[config.mk]
export PLATFORM = sky130hd
export DESIGN_NAME = ling_alu_top
export DESIGN_NICKNAME = d
export VERILOG_FILES = /design/src/source/ling_pkg.sv /design/src/source/ling_operand_prep.sv /design/src/source/ling_prefix_tree.sv /design/src/source/ling_post_compute.sv /design/src/source/ling_alu_ctrl.sv /design/src/source/ling_alu_top.sv
export SDC_FILE = /design/constraint.sdc
export NUM_CORES = 1
export LEC_CHECK = 0
export ABC_AREA = 1
export BUFFER_PORTS_ARGS = -buffer_cell sky130_fd_sc_hd__buf_2
export CORE_ASPECT_RATIO = 0.5
export CORE_MARGIN = 2
export CORE_UTILIZATION = 25
export CTS_CLUSTER_DIAMETER = 120
export DETAILED_ROUTE_END_ITERATION = 7
export SYNTH_ARGS = -nofsm -noshare
export SYNTH_HDL_FRONTEND = slang
export SYNTH_SLANG_ARGS = --single-unit
[constraint.sdc]
create_clock -name clk -period 8.31 [get_ports clk]
set_input_delay 1.662 -clock clk [delete_from_list [all_inputs] [get_ports clk]]
set_output_delay 1.662 -clock clk [all_outputs]
set_load 0.03 [all_outputs]
[src/source/ling_pkg.sv]
// Widths are fixed at 18 bits because the prefix tree wiring in ling_prefix_tree is written for them
`default_nettype none

package ling_pkg;

	// Operand and result width
	localparam int WIDTH = 18;

	// Propagate and generate vectors, bit 0 holds the carry in
	localparam int PG_WIDTH = WIDTH + 1;

	// Operation codes presented with op_valid
	typedef enum logic [1:0] {
		OP_ADD = 2'd0,
		OP_SUB = 2'd1,
		OP_ACC = 2'd2,
		OP_CLR = 2'd3
	} opcode_t;

	// Operand conditioning, decoded from the opcode
	typedef struct packed {
		// First operand comes from the accumulator
		logic use_acc;
		// Second operand is complemented
		logic invert_b;
		// Carry in is one whatever the caller drives
		logic force_cin;
		// Add collapses to zero, the second operand is dropped along with the first
		logic zero_a;
	} prep_ctrl_t;

	// Pre-computed OR propagate and AND generate
	typedef struct packed {
		logic [PG_WIDTH-1:0] p;
		logic [PG_WIDTH-1:0] g;
	} pg_t;

	// Tree outputs, index k belongs to vector position k+1
	typedef struct packed {
		// Ling pseudo-carries out of each position
		logic [WIDTH-1:0] h;
		// True carries into each position
		logic [WIDTH-1:0] c;
	} ling_t;

	typedef struct packed {
		logic cout;
		logic ovf;
		logic zero;
		logic neg;
	} flags_t;

	typedef struct packed {
		logic [WIDTH-1:0] sum;
		flags_t           flags;
	} result_t;

endpackage

`default_nettype wire

[src/source/ling_operand_prep.sv]
// Purely combinational; the carry in from the caller only counts for the plain add
`default_nettype none

module ling_operand_prep (
	input  wire logic [ling_pkg::WIDTH-1:0] op_a,
	input  wire logic [ling_pkg::WIDTH-1:0] op_b,
	input  wire logic                       cin,
	input  wire logic [ling_pkg::WIDTH-1:0] acc,
	input  wire ling_pkg::prep_ctrl_t       prep,
	output ling_pkg::pg_t                   pg,
	output logic                            sign_a,
	output logic                            sign_b
);

	logic [ling_pkg::WIDTH-1:0] opnd_a;
	logic [ling_pkg::WIDTH-1:0] opnd_b;
	logic                       cin_eff;

	always_comb begin
		// First operand select
		if (prep.zero_a)
			opnd_a = '0;
		else if (prep.use_acc)
			opnd_a = acc;
		else
			opnd_a = op_a;

		// Second operand, complemented for subtract
		if (prep.zero_a)
			opnd_b = '0;
		else
			opnd_b = op_b ^ {ling_pkg::WIDTH{prep.invert_b}};

		// Accumulate and clear drop the caller's carry
		cin_eff = prep.force_cin | (cin & ~(prep.use_acc | prep.zero_a));
	end

	// Bit 0 of p is tied high so the carry in passes through the tree
	assign pg = '{p: {opnd_a | opnd_b, 1'b1}, g: {opnd_a & opnd_b, cin_eff}};

	assign sign_a = opnd_a[ling_pkg::WIDTH-1];
	assign sign_b = opnd_b[ling_pkg::WIDTH-1];

endmodule

`default_nettype wire

[src/source/ling_prefix_tree.sv]
// Han-Carlson tree for exactly 18 bits plus carry in; cells use the Ling shifted propagate
`default_nettype none

module ling_prefix_tree (
	input  wire ling_pkg::pg_t pg,
	output ling_pkg::ling_t    lc
);

	// Reduced grey cell, first stage next to the carry in
	function automatic logic rgry(input logic g_hi, input logic g_lo);
		return g_hi | g_lo;
	endfunction

	// Reduced black cell, returns {h, i}
	function automatic logic [1:0] rblk(input logic g_hi, input logic g_lo,
			input logic p_hi, input logic p_lo);
		return {g_hi | g_lo, p_hi & p_lo};
	endfunction

	// Black cell, returns {h, i}
	function automatic logic [1:0] black(input logic h_hi, input logic h_lo,
			input logic i_hi, input logic i_lo);
		return {h_hi | (i_hi & h_lo), i_hi & i_lo};
	endfunction

	// Grey cell, only the pseudo-carry survives
	function automatic logic grey(input logic h_hi, input logic h_lo, input logic i_hi);
		return h_hi | (i_hi & h_lo);
	endfunction

	logic [ling_pkg::PG_WIDTH-1:0] p;
	logic [ling_pkg::PG_WIDTH-1:0] g;

	// Stage 1 spans
	logic h_1_0, h_3_2, h_5_4, h_7_6, h_9_8, h_11_10, h_13_12, h_15_14, h_17_16;
	logic i_3_2, i_5_4, i_7_6, i_9_8, i_11_10, i_13_12, i_15_14, i_17_16;
	// Stage 2 spans
	logic h_3_0, h_5_2, h_7_4, h_9_6, h_11_8, h_13_10, h_15_12, h_17_14;
	logic i_5_2, i_7_4, i_9_6, i_11_8, i_13_10, i_15_12, i_17_14;
	// Stage 3 spans
	logic h_5_0, h_7_0, h_9_2, h_11_4, h_13_6, h_15_8, h_17_10;
	logic i_9_2, i_11_4, i_13_6, i_15_8, i_17_10;
	// Stage 4 and 5 spans
	logic h_9_0, h_11_0, h_13_0, h_15_0, h_17_2, h_17_0;
	logic i_17_2;
	// Even positions from the extra grey stage
	logic h_2_0, h_4_0, h_6_0, h_8_0, h_10_0, h_12_0, h_14_0, h_16_0;

	// Pseudo-carries H_k:0 for k = 1 to 17, then true carries
	logic [ling_pkg::WIDTH-2:0] hp;
	logic [ling_pkg::WIDTH-1:0] cv;

	assign p = pg.p;
	assign g = pg.g;

	// Odd positions pair up with their even neighbour
	assign h_1_0 = rgry(g[1], g[0]);
	assign {h_3_2, i_3_2} = rblk(g[3], g[2], p[2], p[1]);
	assign {h_5_4, i_5_4} = rblk(g[5], g[4], p[4], p[3]);
	assign {h_7_6, i_7_6} = rblk(g[7], g[6], p[6], p[5]);
	assign {h_9_8, i_9_8} = rblk(g[9], g[8], p[8], p[7]);
	assign {h_11_10, i_11_10} = rblk(g[11], g[10], p[10], p[9]);
	assign {h_13_12, i_13_12} = rblk(g[13], g[12], p[12], p[11]);
	assign {h_15_14, i_15_14} = rblk(g[15], g[14], p[14], p[13]);
	assign {h_17_16, i_17_16} = rblk(g[17], g[16], p[16], p[15]);

	assign h_3_0 = grey(h_3_2, h_1_0, i_3_2);
	assign {h_5_2, i_5_2} = black(h_5_4, h_3_2, i_5_4, i_3_2);
	assign {h_7_4, i_7_4} = black(h_7_6, h_5_4, i_7_6, i_5_4);
	assign {h_9_6, i_9_6} = black(h_9_8, h_7_6, i_9_8, i_7_6);
	assign {h_11_8, i_11_8} = black(h_11_10, h_9_8, i_11_10, i_9_8);
	assign {h_13_10, i_13_10} = black(h_13_12, h_11_10, i_13_12, i_11_10);
	assign {h_15_12, i_15_12} = black(h_15_14, h_13_12, i_15_14, i_13_12);
	assign {h_17_14, i_17_14} = black(h_17_16, h_15_14, i_17_16, i_15_14);

	assign h_5_0 = grey(h_5_2, h_1_0, i_5_2);
	assign h_7_0 = grey(h_7_4, h_3_0, i_7_4);
	assign {h_9_2, i_9_2} = black(h_9_6, h_5_2, i_9_6, i_5_2);
	assign {h_11_4, i_11_4} = black(h_11_8, h_7_4, i_11_8, i_7_4);
	assign {h_13_6, i_13_6} = black(h_13_10, h_9_6, i_13_10, i_9_6);
	assign {h_15_8, i_15_8} = black(h_15_12, h_11_8, i_15_12, i_11_8);
	assign {h_17_10, i_17_10} = black(h_17_14, h_13_10, i_17_14, i_13_10);

	assign h_9_0 = grey(h_9_2, h_1_0, i_9_2);
	assign h_11_0 = grey(h_11_4, h_3_0, i_11_4);
	assign h_13_0 = grey(h_13_6, h_5_0, i_13_6);
	assign h_15_0 = grey(h_15_8, h_7_0, i_15_8);
	assign {h_17_2, i_17_2} = black(h_17_10, h_9_2, i_17_10, i_9_2);

	assign h_17_0 = grey(h_17_2, h_1_0, i_17_2);

	// Even positions resolve one position past the odd ones
	assign h_2_0 = grey(g[2], h_1_0, p[1]);
	assign h_4_0 = grey(g[4], h_3_0, p[3]);
	assign h_6_0 = grey(g[6], h_5_0, p[5]);
	assign h_8_0 = grey(g[8], h_7_0, p[7]);
	assign h_10_0 = grey(g[10], h_9_0, p[9]);
	assign h_12_0 = grey(g[12], h_11_0, p[11]);
	assign h_14_0 = grey(g[14], h_13_0, p[13]);
	assign h_16_0 = grey(g[16], h_15_0, p[15]);

	assign hp = {h_17_0, h_16_0, h_15_0, h_14_0, h_13_0, h_12_0, h_11_0, h_10_0, h_9_0,
		h_8_0, h_7_0, h_6_0, h_5_0, h_4_0, h_3_0, h_2_0, h_1_0};

	// Carry into position k+1 is p[k] AND H_k:0
	always_comb begin
		cv[0] = g[0];
		for (int k = 1; k < ling_pkg::WIDTH; k++) begin
			cv[k] = p[k] & hp[k-1];
		end
	end

	// Top pseudo-carry folds in the last generate
	assign lc = '{h: {g[ling_pkg::WIDTH] | cv[ling_pkg::WIDTH-1], hp}, c: cv};

endmodule

`default_nettype wire

[src/source/ling_post_compute.sv]
// Combinational; overflow uses the operand signs after conditioning, not the caller's inputs
`default_nettype none

module ling_post_compute (
	input  wire ling_pkg::ling_t lc,
	input  wire ling_pkg::pg_t   pg,
	input  wire logic            sign_a,
	input  wire logic            sign_b,
	output ling_pkg::result_t    comb_res
);

	localparam int W = ling_pkg::WIDTH;

	logic [W-1:0]      sum;
	ling_pkg::flags_t  flags;

	// Ling sum rule
	// where a and b are both one, g masks the XOR and the carry passes straight through
	assign sum = (pg.p[W:1] ^ lc.h) | (pg.g[W:1] & lc.c);

	always_comb begin
		// Top pseudo-carry qualified by top propagate gives the real carry out
		flags.cout = pg.p[W] & lc.h[W-1];

		// Same-sign operands with a sum of the other sign
		flags.ovf = (sign_a == sign_b) & (sum[W-1] != sign_a);

		flags.zero = ~|sum;
		flags.neg  = sum[W-1];
	end

	assign comb_res = '{sum: sum, flags: flags};

endmodule

`default_nettype wire

[src/source/ling_alu_ctrl.sv]
// Result is held until the next op_valid; there is no back-pressure so a result shows for one cycle
`default_nettype none

module ling_alu_ctrl (
	input  wire logic                       clk,
	input  wire logic                       rst,
	input  wire logic                       op_valid,
	input  wire ling_pkg::opcode_t          op,
	input  wire ling_pkg::result_t          comb_res,
	output ling_pkg::prep_ctrl_t            prep,
	output logic [ling_pkg::WIDTH-1:0]      acc,
	output logic                            res_valid,
	output ling_pkg::result_t               res
);

	// Opcode decode, follows op every cycle
	always_comb begin
		prep = '0;
		unique case (op)
			ling_pkg::OP_ADD: begin
				prep = '0;
			end
			ling_pkg::OP_SUB: begin
				// a + ~b + 1
				prep.invert_b  = 1'b1;
				prep.force_cin = 1'b1;
			end
			ling_pkg::OP_ACC: begin
				prep.use_acc = 1'b1;
			end
			ling_pkg::OP_CLR: begin
				prep.zero_a = 1'b1;
			end
			default: begin
				prep = '0;
			end
		endcase
	end

	always_ff @(posedge clk) begin
		if (rst) begin
			res_valid <= 1'b0;
			res       <= '0;
			acc       <= '0;
		end else begin
			res_valid <= op_valid;
			if (op_valid) begin
				res <= comb_res;
				// Back-to-back accumulates see this write on the next cycle
				if (op == ling_pkg::OP_ACC)
					acc <= comb_res.sum;
				else if (op == ling_pkg::OP_CLR)
					acc <= '0;
			end
		end
	end

endmodule

`default_nettype wire

[src/source/ling_alu_top.sv]
// One result per op_valid, one cycle later; cin is only used by the plain add
`default_nettype none

module ling_alu_top (
	input  wire logic                       clk,
	input  wire logic                       rst,
	input  wire logic                       op_valid,
	input  wire ling_pkg::opcode_t          op,
	input  wire logic [ling_pkg::WIDTH-1:0] a,
	input  wire logic [ling_pkg::WIDTH-1:0] b,
	input  wire logic                       cin,
	output logic                            res_valid,
	output ling_pkg::result_t               res
);

	ling_pkg::prep_ctrl_t       prep;
	logic [ling_pkg::WIDTH-1:0] acc;
	ling_pkg::pg_t              pg;
	ling_pkg::ling_t            lc;
	ling_pkg::result_t          comb_res;
	logic                       sign_a;
	logic                       sign_b;

	ling_alu_ctrl u_ctrl (
		.clk       (clk),
		.rst       (rst),
		.op_valid  (op_valid),
		.op        (op),
		.comb_res  (comb_res),
		.prep      (prep),
		.acc       (acc),
		.res_valid (res_valid),
		.res       (res)
	);

	// Adder datapath, combinational from operands to comb_res
	ling_operand_prep u_prep (
		.op_a   (a),
		.op_b   (b),
		.cin    (cin),
		.acc    (acc),
		.prep   (prep),
		.pg     (pg),
		.sign_a (sign_a),
		.sign_b (sign_b)
	);

	ling_prefix_tree u_tree (
		.pg (pg),
		.lc (lc)
	);

	ling_post_compute u_post (
		.lc       (lc),
		.pg       (pg),
		.sign_a   (sign_a),
		.sign_b   (sign_b),
		.comb_res (comb_res)
	);

endmodule

`default_nettype wire

==> metrics.md, run 1 <==
| Metric | Value |
|---|---|
| Slew HR | 0.537 |
| DR iter-0 viols | 147 |
| Number of setup buffers added after CTS | 0 |
| Number of H-tree levels | 2 |
| Synthesis Warnings | 0 |
| Final ANT Viol Nets | 0 |
| Final WL | 8.20 mm |
| Power per cell area | 166 mW/mm^2 |
| Pin count of the biggest net entering global routing | 40 |
| Most used cell, CP | nand2_1 |
| Layout area overhead | 18.1% |
| CP max stage cell | nor2_4 |
| Synth Net Count | 533 |
| Global-route usage over all layers | 0.128 |
| Dpl ws | 3.22 ns |
| Yosys cell types | 31 |
| First-pass GRT wire length | 13.3 mm |
| Unrepaired setup endpoints after global routing | no |
| DR vias/cell | 4.41 |
| Final core utilization | 0.302 |
| MaxCap Viol Count | 0 |
| Final Hold Vio Count | 0 |
| CTS root buffer | clkbuf_16 |
| Total gr overflow | 0 |
| Initial antenna violation count | 0 |
| Worst EP arrival | 5.02 ns |
| Final WS setup | 3.50 ns |
| CP required | 8.52 ns |
| Clock slew at reported path FFs | 0.05 ns |
| Highest Clock Rate | 208 MHz |
| Post-CTS Resized | 0 |
| Crit start category | primary input |
| Fin Hold WS | 0.457 ns |
| Routed len/inst | 11.9 um |
| Sink Count | 40 |
| Final period utilization | 0.578 |
| Mapped Area | 0.00301 mm^2 |
| DR vias | 3,035 |
| Actual slew at the worst max-slew pin | 0.694 ns |
| Net count, final | 583 |
| Vias in the first global route | 2,845 |
| Post-route setup TNS | 0 ns |
| Status | completed |
| Final Cell Area | 0.00355 mm^2 |
| Cell Chain, Critical Path | buf_2 > inv_2 > nor2_4 > nand2_1 > nand2_1 > nand2_1 > nand2_1 > nand2_1 > nand2_2 > nand2_1 > nand2_1 > nand2_1 > nand2_1 > ha_1 > fa_1 > inv_1 > nand2_1 > nor3_1 > nand3_1 > nor2_1 > nand3_1 > nor2_1 > nor2_1 > nor2_1 |
| Clk Latency, worst-skew pair | 0.28 ns |
| Die X | 159 um |
| Clock Path Buffers | 2 |
| Final worst path period need | 4.81 ns |
| Largest delay share family, worst path | simple AND/OR/NAND/NOR gates |
| Setup crit end kind | register |
| Starting Density | 0.256 |
| Core area | 0.0118 mm^2 |
| Pleak | 1.72 nW |
| Top Ports | 65 |
| Synth Instances | 472 |
| Remaining DRCs | 0 |
| Seq/Total Area, Yosys | 0.266 |
| Placed cell area | 0.00341 mm^2 |
| Mapped Avg Cell Area | 6.38 um^2 |
| Worst Path Buf+Inv | 3 |
| Setup-failing EPs final | 0 |
| Critical Path Max Stage Delay | 0.49 ns |
| Die Area | 0.0130 mm^2 |
| PortBufs | 64 |
| Final Max Slew Viols | 0 |
| Antenna cells | 0 |
| Clock skew | 0.00550 ns |
| Routability cong. | 0.893 |
| HP Class | reg -> reg |
| Rows | 28 |
| Maximum VDD drop | 0.0000846 V |
| DIE HEIGHT | 81.6 um |
| DR pass1 iterations | 4 |
| Post-DP HPWL | 6.52 mm |
| Crit Path Class | in -> reg |
| CTS tree | yes |
| Num CTS Buffers | 5 |
| CP Max Fanout | 24 |
| Share of cells above drive strength 1 | 0.191 |
| Post-synthesis register bit count | 40 |
| CTS Hold Buffers Added | 0 |
==> sequential cells by signal (all words and copies together), names as in the netlist <==
register,count
u_ctrl.res_valid,1
u_ctrl.res,21
u_ctrl.acc,18
==> cells by family after synthesis <==
kind of cell	count (synthesis)	synth area share
DFF	40	0.266
buffers and inverters	76	0.113
AOI/OAI and AO/OA	76	0.151
and+or+nand+nor	261	0.366
adders and majority gates	19	0.104
==> layer usage <==
metal  global-route usage  up-vias  wire [um]
met3               0.0263       10        464
met1                0.162     1384       3890
li1                     -     1582          -
met5                    0        -          0
met2                0.225       59       3750
met4               0.0355        0         96
==> metrics by stage <==
stage                     std cells  power (mW)
after floorplan                 472       0.351
after global placement          680       0.403
after detailed placement        680       0.403
after CTS                       688       0.595
after global routing            688       0.626
final                           688       0.590
==> layout make-up <==
type,instances,area (um^2)
tap,165,206
sequential,40,801
fill,1377,8220
inverter,55,211
multi-input combinational,356,1870
clock buffer,8,146
timing repair buffer,64,320
==> cell usage in the layout (no fill, tap or decap), drive strengths merged <==
cell and instances:
nor2 47, ha 9, o22ai 2, nand3 36
clkbuf 8, buf 64, nand2 171, o21ai 28
and2 1, fa 10, nand4 1, o21a 2
dfxtp 40, a21oi 44, nor3 3, inv 55
nand3b 2
==> final timing paths <==
path                                    from                         end  slack [ns]  cells after the start
setup / recovery                       op[1]  u_ctrl.res[1]$_SDFFE_PP0P_        3.50                     24
hold / removal    u_ctrl.res[9]$_SDFFE_PP0P_  u_ctrl.res[9]$_SDFFE_PP0P_        0.46                      2
setup reg to reg  u_ctrl.acc[3]$_SDFFE_PP0P_  u_ctrl.res[1]$_SDFFE_PP0P_        5.52                     19
hold reg to reg   u_ctrl.res[9]$_SDFFE_PP0P_  u_ctrl.res[9]$_SDFFE_PP0P_        0.46                      2
==> tightest hold or removal path, delay by kind of cell, from the launching register on <==
kind / cells / cell delay [ns]
flip-flops: 1 / 0.30
AO/OA/AOI/OAI: 1 / 0.05
AND/OR/NAND/NOR: 1 / 0.06
==> power breakdown <==
| group | switching [mW] | internal, mW | total (mW) |
|---|---|---|---|
| combinational | 0.125 | 0.0602 | 0.186 |
| clock | 0.0724 | 0.120 | 0.192 |
| sequential | 0.00664 | 0.206 | 0.212 |
==> synthesized netlist by cell type <==
master / count / area share
o21ai_4: 3 / 0.016
nand2_2: 3 / 0.0062
fa_1: 10 / 0.066
and2_0: 1 / 0.0021
buf_2: 1 / 0.0017
o22ai_1: 2 / 0.0042
nor2_4: 2 / 0.0075
a21oi_2: 1 / 0.0029
clkbuf_1: 9 / 0.011
nor3_1: 3 / 0.0050
nor2_1: 38 / 0.047
dfxtp_1: 40 / 0.27
nand2_1: 166 / 0.21
o21a_1: 2 / 0.0050
o21ai_1: 4 / 0.0067
buf_6: 4 / 0.015
nand3_2: 1 / 0.0033
nor2_2: 7 / 0.015
nand4_1: 1 / 0.0021
o21ai_2: 8 / 0.023
nand2_4: 2 / 0.0075
inv_6: 1 / 0.0029
nand3_1: 35 / 0.058
nand3b_1: 2 / 0.0050
o21ai_0: 13 / 0.022
buf_4: 5 / 0.012
inv_2: 2 / 0.0025
ha_1: 9 / 0.037
inv_1: 52 / 0.065
buf_1: 2 / 0.0025
a21oi_1: 43 / 0.071
Note: power is estimated with default switching activity, not from simulation.
==> run 2, diff against run 1 <==
Settings changed: ABC_AREA 1 to 0.
Clock period 8.31 ns to 4.4 ns, I/O delays scaled along.
==> run 2 against run 1 <==
Against the previous run: via count down 1.9%; clock power up 120%; register-to-register slack worse by 4.6 ns; critical endpoint unchanged; largest power group is now clock; highest routed layer unchanged.
==> metrics.md, run 2 <==
| Metric | Value |
|---|---|
| Slew HR | 0.473 (was 0.537) |
| CTS tree | yes (unchanged) |
| Switching share of total power | 0.334 (was 0.346) |
| First-pass GRT wire length | 14.4 mm (was 13.3 mm) |
| Setup-failing EPs final | 0 (unchanged) |
| Status | completed (unchanged) |
| Post-DP HPWL | 6.71 mm (was 6.52 mm) |
| Cell taking the most area after synthesis | dfxtp_1 (unchanged) |
| Post-synthesis register bit count | 40 (unchanged) |
| Number of setup buffers added after CTS | 0 (unchanged) |
| Most common cell after layout, fill and taps aside | buf_2 (was nand2_1) |
| Mapped Avg Cell Area | 7.82 um^2 (was 6.38 um^2) |
| DR vias | 2,976 (was 3,035) |
| Clk pwr share | 0.350 (was 0.326) |
| Clk Latency, worst-skew pair | 0.29 ns (was 0.28 ns) |
| DR pass1 iterations | 4 (unchanged) |
| Clock Path Buffers | 2 (unchanged) |
| Worst r2r dst | u_ctrl.res[1]$_SDFFE_PP0P_ (unchanged) |
| Synth Instances | 386 (was 472) |
| Maximum VDD drop | 0.000185 V (was 0.0000846 V) |
| Non-filler instance count after layout | 612 (was 688) |
| Share of cells above drive strength 1 | 0.233 (was 0.191) |
| Reg power frac | 0.331 (was 0.360) |
| DIE HEIGHT | 81.7 um (was 81.6 um) |
| Clock skew | 0.0103 ns (was 0.00550 ns) |
| Worst Hold Endpoint | u_ctrl.res[7]$_SDFFE_PP0P_ (was u_ctrl.res[9]$_SDFFE_PP0P_) |
| Post-route setup TNS | 0 ns (unchanged) |
| Worst reg2reg path startpoint | u_ctrl.acc[1]$_SDFFE_PP0P_ (was u_ctrl.acc[3]$_SDFFE_PP0P_) |
| Starting Density | 0.256 (about the same) |
| Pleak | 1.67 nW (was 1.72 nW) |
| Core area | 0.0118 mm^2 (about the same) |
| Global-route usage over all layers | 0.140 (was 0.128) |
| Num CTS Buffers | 5 (unchanged) |
| Most used DFF post-synth | dfxtp_1 (unchanged) |
| EDFF count, synth | 0 (unchanged) |
| Antenna cells | 0 (unchanged) |
| Power Total | 1.22 mW (was 590 uW) |
| Worst EP arrival | 4.27 ns (was 5.02 ns) |
| Actual slew at the worst max-slew pin | 0.790 ns (was 0.694 ns) |
| Dpl cells | 604 (was 680) |
| Max FFs per register | 21 (unchanged) |
| Final Max Slew Viols | 0 (unchanged) |
| Cell Chain, Critical Path | buf_2 > nand4bb_1 > o221ai_1 > or4b_1 > a41o_1 > a31o_4 > a21oi_4 > o21ai_1 > ha_1 > fa_1 > nor4_1 > and4b_1 > nand3_1 > nor3_1 > or2_2 (was buf_2 > inv_2 > nor2_4 > nand2_1 > nand2_1 > nand2_1 > nand2_1 > nand2_1 > nand2_2 > nand2_1 > nand2_1 > nand2_1 > nand2_1 > ha_1 > fa_1 > inv_1 > nand2_1 > nor3_1 > nand3_1 > nor2_1 > nand3_1 > nor2_1 > nor2_1 > nor2_1) |
| Synth Net Count | 447 (was 533) |
| Vias in the first global route | 2,878 (was 2,845) |
| Final core utilization | 0.316 (was 0.302) |
| Power per cell area | 328 mW/mm^2 (was 166 mW/mm^2) |
| Most flops, register | u_ctrl.res (unchanged) |
| Yosys cell types | 55 (was 31) |
| Most frequent cells in the layout | buf_2 (64), nor2_1 (59), a21oi_1 (54), dfxtp_1 (40), inv_1 (23) (was nand2_1 (166), buf_2 (64), inv_1 (52), a21oi_1 (43), dfxtp_1 (40)) |
| Hold_sp | u_ctrl.res[7]$_SDFFE_PP0P_ (was u_ctrl.res[9]$_SDFFE_PP0P_) |
| Worst Path Buf+Inv | 1 (was 3) |
| Critical Path Max Stage Delay | 0.53 ns (was 0.49 ns) |
| Routability cong. | 0.872 (was 0.893) |
| Mapped Area | 0.00302 mm^2 (was 0.00301 mm^2) |
| Seq/Total Area, Yosys | 0.265 (was 0.266) |
| Total gr overflow | 0 (unchanged) |
| CP Max Fanout | 8 (was 24) |
| Register area | 801 um^2 (unchanged) |
| Hold path depth | 2 (unchanged) |
| Die Area | 0.0130 mm^2 (about the same) |
| DR iter-0 viols | 154 (was 147) |
| Final worst path period need | 4.03 ns |
| Initial antenna violation count | 0 (unchanged) |
| Clock slew at reported path FFs | 0.07 ns (was 0.05 ns) |
| Crit start category | primary input (unchanged) |
| FILL cells | 1,260 (was 1,377) |
| Number of H-tree levels | 2 (unchanged) |
| HP Class | reg -> reg (unchanged) |
| Net count, final | 507 (was 583) |
| Sink Count | 40 (unchanged) |
| Die X | 159 um (about the same) |
| CTS Hold Buffers Added | 0 (unchanged) |
| Crit Path Class | in -> reg (unchanged) |
| Unrepaired setup endpoints after global routing | no (unchanged) |
| Rows | 28 (unchanged) |
| Setup crit end kind | register (unchanged) |
| Ranking of synthesized cells by area | dfxtp_1 (27%), a21oi_1 (8.9%), nor2_1 (7.3%), fa_1 (6.6%), mux2i_1 (6.0%) (was dfxtp_1 (27%), nand2_1 (21%), a21oi_1 (7.1%), fa_1 (6.7%), inv_1 (6.5%)) |
| CP required | 4.64 ns (was 8.52 ns) |
| Final period utilization | 0.916 |
| Count leader, synth | nor2_1 (was nand2_1) |
| Largest delay share family, worst path | simple AND/OR/NAND/NOR gates (unchanged) |
| Fraction of registers with async set/reset | 0 (unchanged) |
| Logic pwr share | 0.319 (was 0.315) |
| Top flop regs | u_ctrl.res x21, u_ctrl.acc x18, u_ctrl.res_valid x1 (unchanged) |
| CTS root buffer | clkbuf_16 (unchanged) |
| Remaining DRCs | 0 (unchanged) |
| CP max stage cell | or4b_1 (was nor2_4) |
| Top Ports | 65 (unchanged) |
| Post-synth top area share | 0.265 (was 0.266) |
| Routed len/inst | 14.4 um (was 11.9 um) |
| Reg2Reg Depth | 14 (was 19) |
| DR vias/cell | 4.86 (was 4.41) |
| Synthesis Warnings | 0 (unchanged) |
| Final WL | 8.80 mm (was 8.20 mm) |
| Multi-input logic area | 0.00200 mm^2 (was 0.00187 mm^2) |
| PortBufs | 64 (unchanged) |
| Worst R2R Setup Slack | 0.92 ns (was 5.52 ns) |
| Commonest cells post-synth | nor2_1 (59), a21oi_1 (54), dfxtp_1 (40) (was nand2_1 (166), inv_1 (52), a21oi_1 (43)) |
| Layout area overhead | 23.7% (was 18.1%) |
| Pin count of the biggest net entering global routing | 41 (was 40) |
| Internal power | 815 uW (was 386 uW) |
| Net Sw Power | 409 uW (was 204 uW) |
| Final Hold Vio Count | 0 (unchanged) |
| MaxCap Viol Count | 0 (unchanged) |
| Post-CTS Resized | 0 (unchanged) |
| Final ANT Viol Nets | 0 (unchanged) |
| Highest Clock Rate | 248 MHz |
## run 2: cell count changes after synthesis, moves of 9 or more
cell	previous run	this run
nor3b_1	0	9
nand3_1	35	7
inv_1	52	23
mux2i_1	0	18
nand2_1	166	20
xor2_1	0	10
nor2_1	38	59
a21oi_1	43	54
a211oi_1	0	10
o22ai_1	2	13
## run 2: worst register-to-register path, stage by stage, from the launching register on
cell     delay, ns
dfxtp_1       0.34
a22oi_1       0.20
nor3_1        0.08
or4b_1        0.46
a41o_1        0.22
a31o_4        0.26
a21oi_4       0.14
o21ai_1       0.10
ha_1          0.24
fa_1          0.50
nor4_1        0.26
and4b_1       0.23
nand3_1       0.09
nor3_1        0.18
or2_2         0.12
## run 2: how the worst max path moves through the flow
stage / to / start / cells past startpoint
6_report: u_ctrl.res[1]$_SDFFE_PP0P_ / op[0] / 15
5_1_grt: u_ctrl.res[1]$_SDFFE_PP0P_ / op[0] / 15
4_1_cts: u_ctrl.res[1]$_SDFFE_PP0P_ / op[0] / 15
3_5_place_dp: u_ctrl.res[1]$_SDFFE_PP0P_ / op[0] / 15
3_3_place_gp: u_ctrl.res[1]$_SDFFE_PP0P_ / op[0] / 15
2_1_floorplan: u_ctrl.res[1]$_SDFFE_PP0P_ / op[0] / 15
## run 2: layer usage
layer,track usage,part of all wire
met1,0.179,0.47
met2,0.240,0.47
met3,0.0333,0.044
met4,0.0409,0.017
met5,0,0
## run 2: kinds of logic after synthesis
family | share of synthesized area
AND/OR/NAND/NOR | 0.201
AO/OA/AOI/OAI | 0.245
buffers and inverters | 0.0741
flip-flops | 0.265
multiplexers | 0.0708
adder cells (fa/ha/maj) | 0.104
XOR/XNOR | 0.0402
## run 2: power groups by stage
stage,clock [mW],combinational [mW],sequential [mW]
floorplan,0,0.221,0.450
global placement,0,0.388,0.413
detailed placement,0,0.391,0.413
CTS,0.437,0.392,0.405
global route,0.457,0.434,0.408
finish,0.429,0.390,0.405
## run 2: stage by stage
step / cell area, um^2 / hold WS (ns) / setup WS (ns)
global route: 3740 / 0.510 / 0.0459
CTS: 3740 / 0.482 / 0.350
floorplan: 3020 / 0.457 / 0.328
finish: 3740 / 0.480 / 0.369
global placement: 3560 / 0.470 / 0.138
detailed placement: 3560 / 0.473 / 0.0496
## run 2: layout make-up
class,instances,area share
clock buffers,5,0.0335
clock inverters,3,0.0124
inverters,23,0.0231
multi-input cells,293,0.534
flip-flops and latches,40,0.214
well taps,165,0.0553
repair buffers,83,0.127
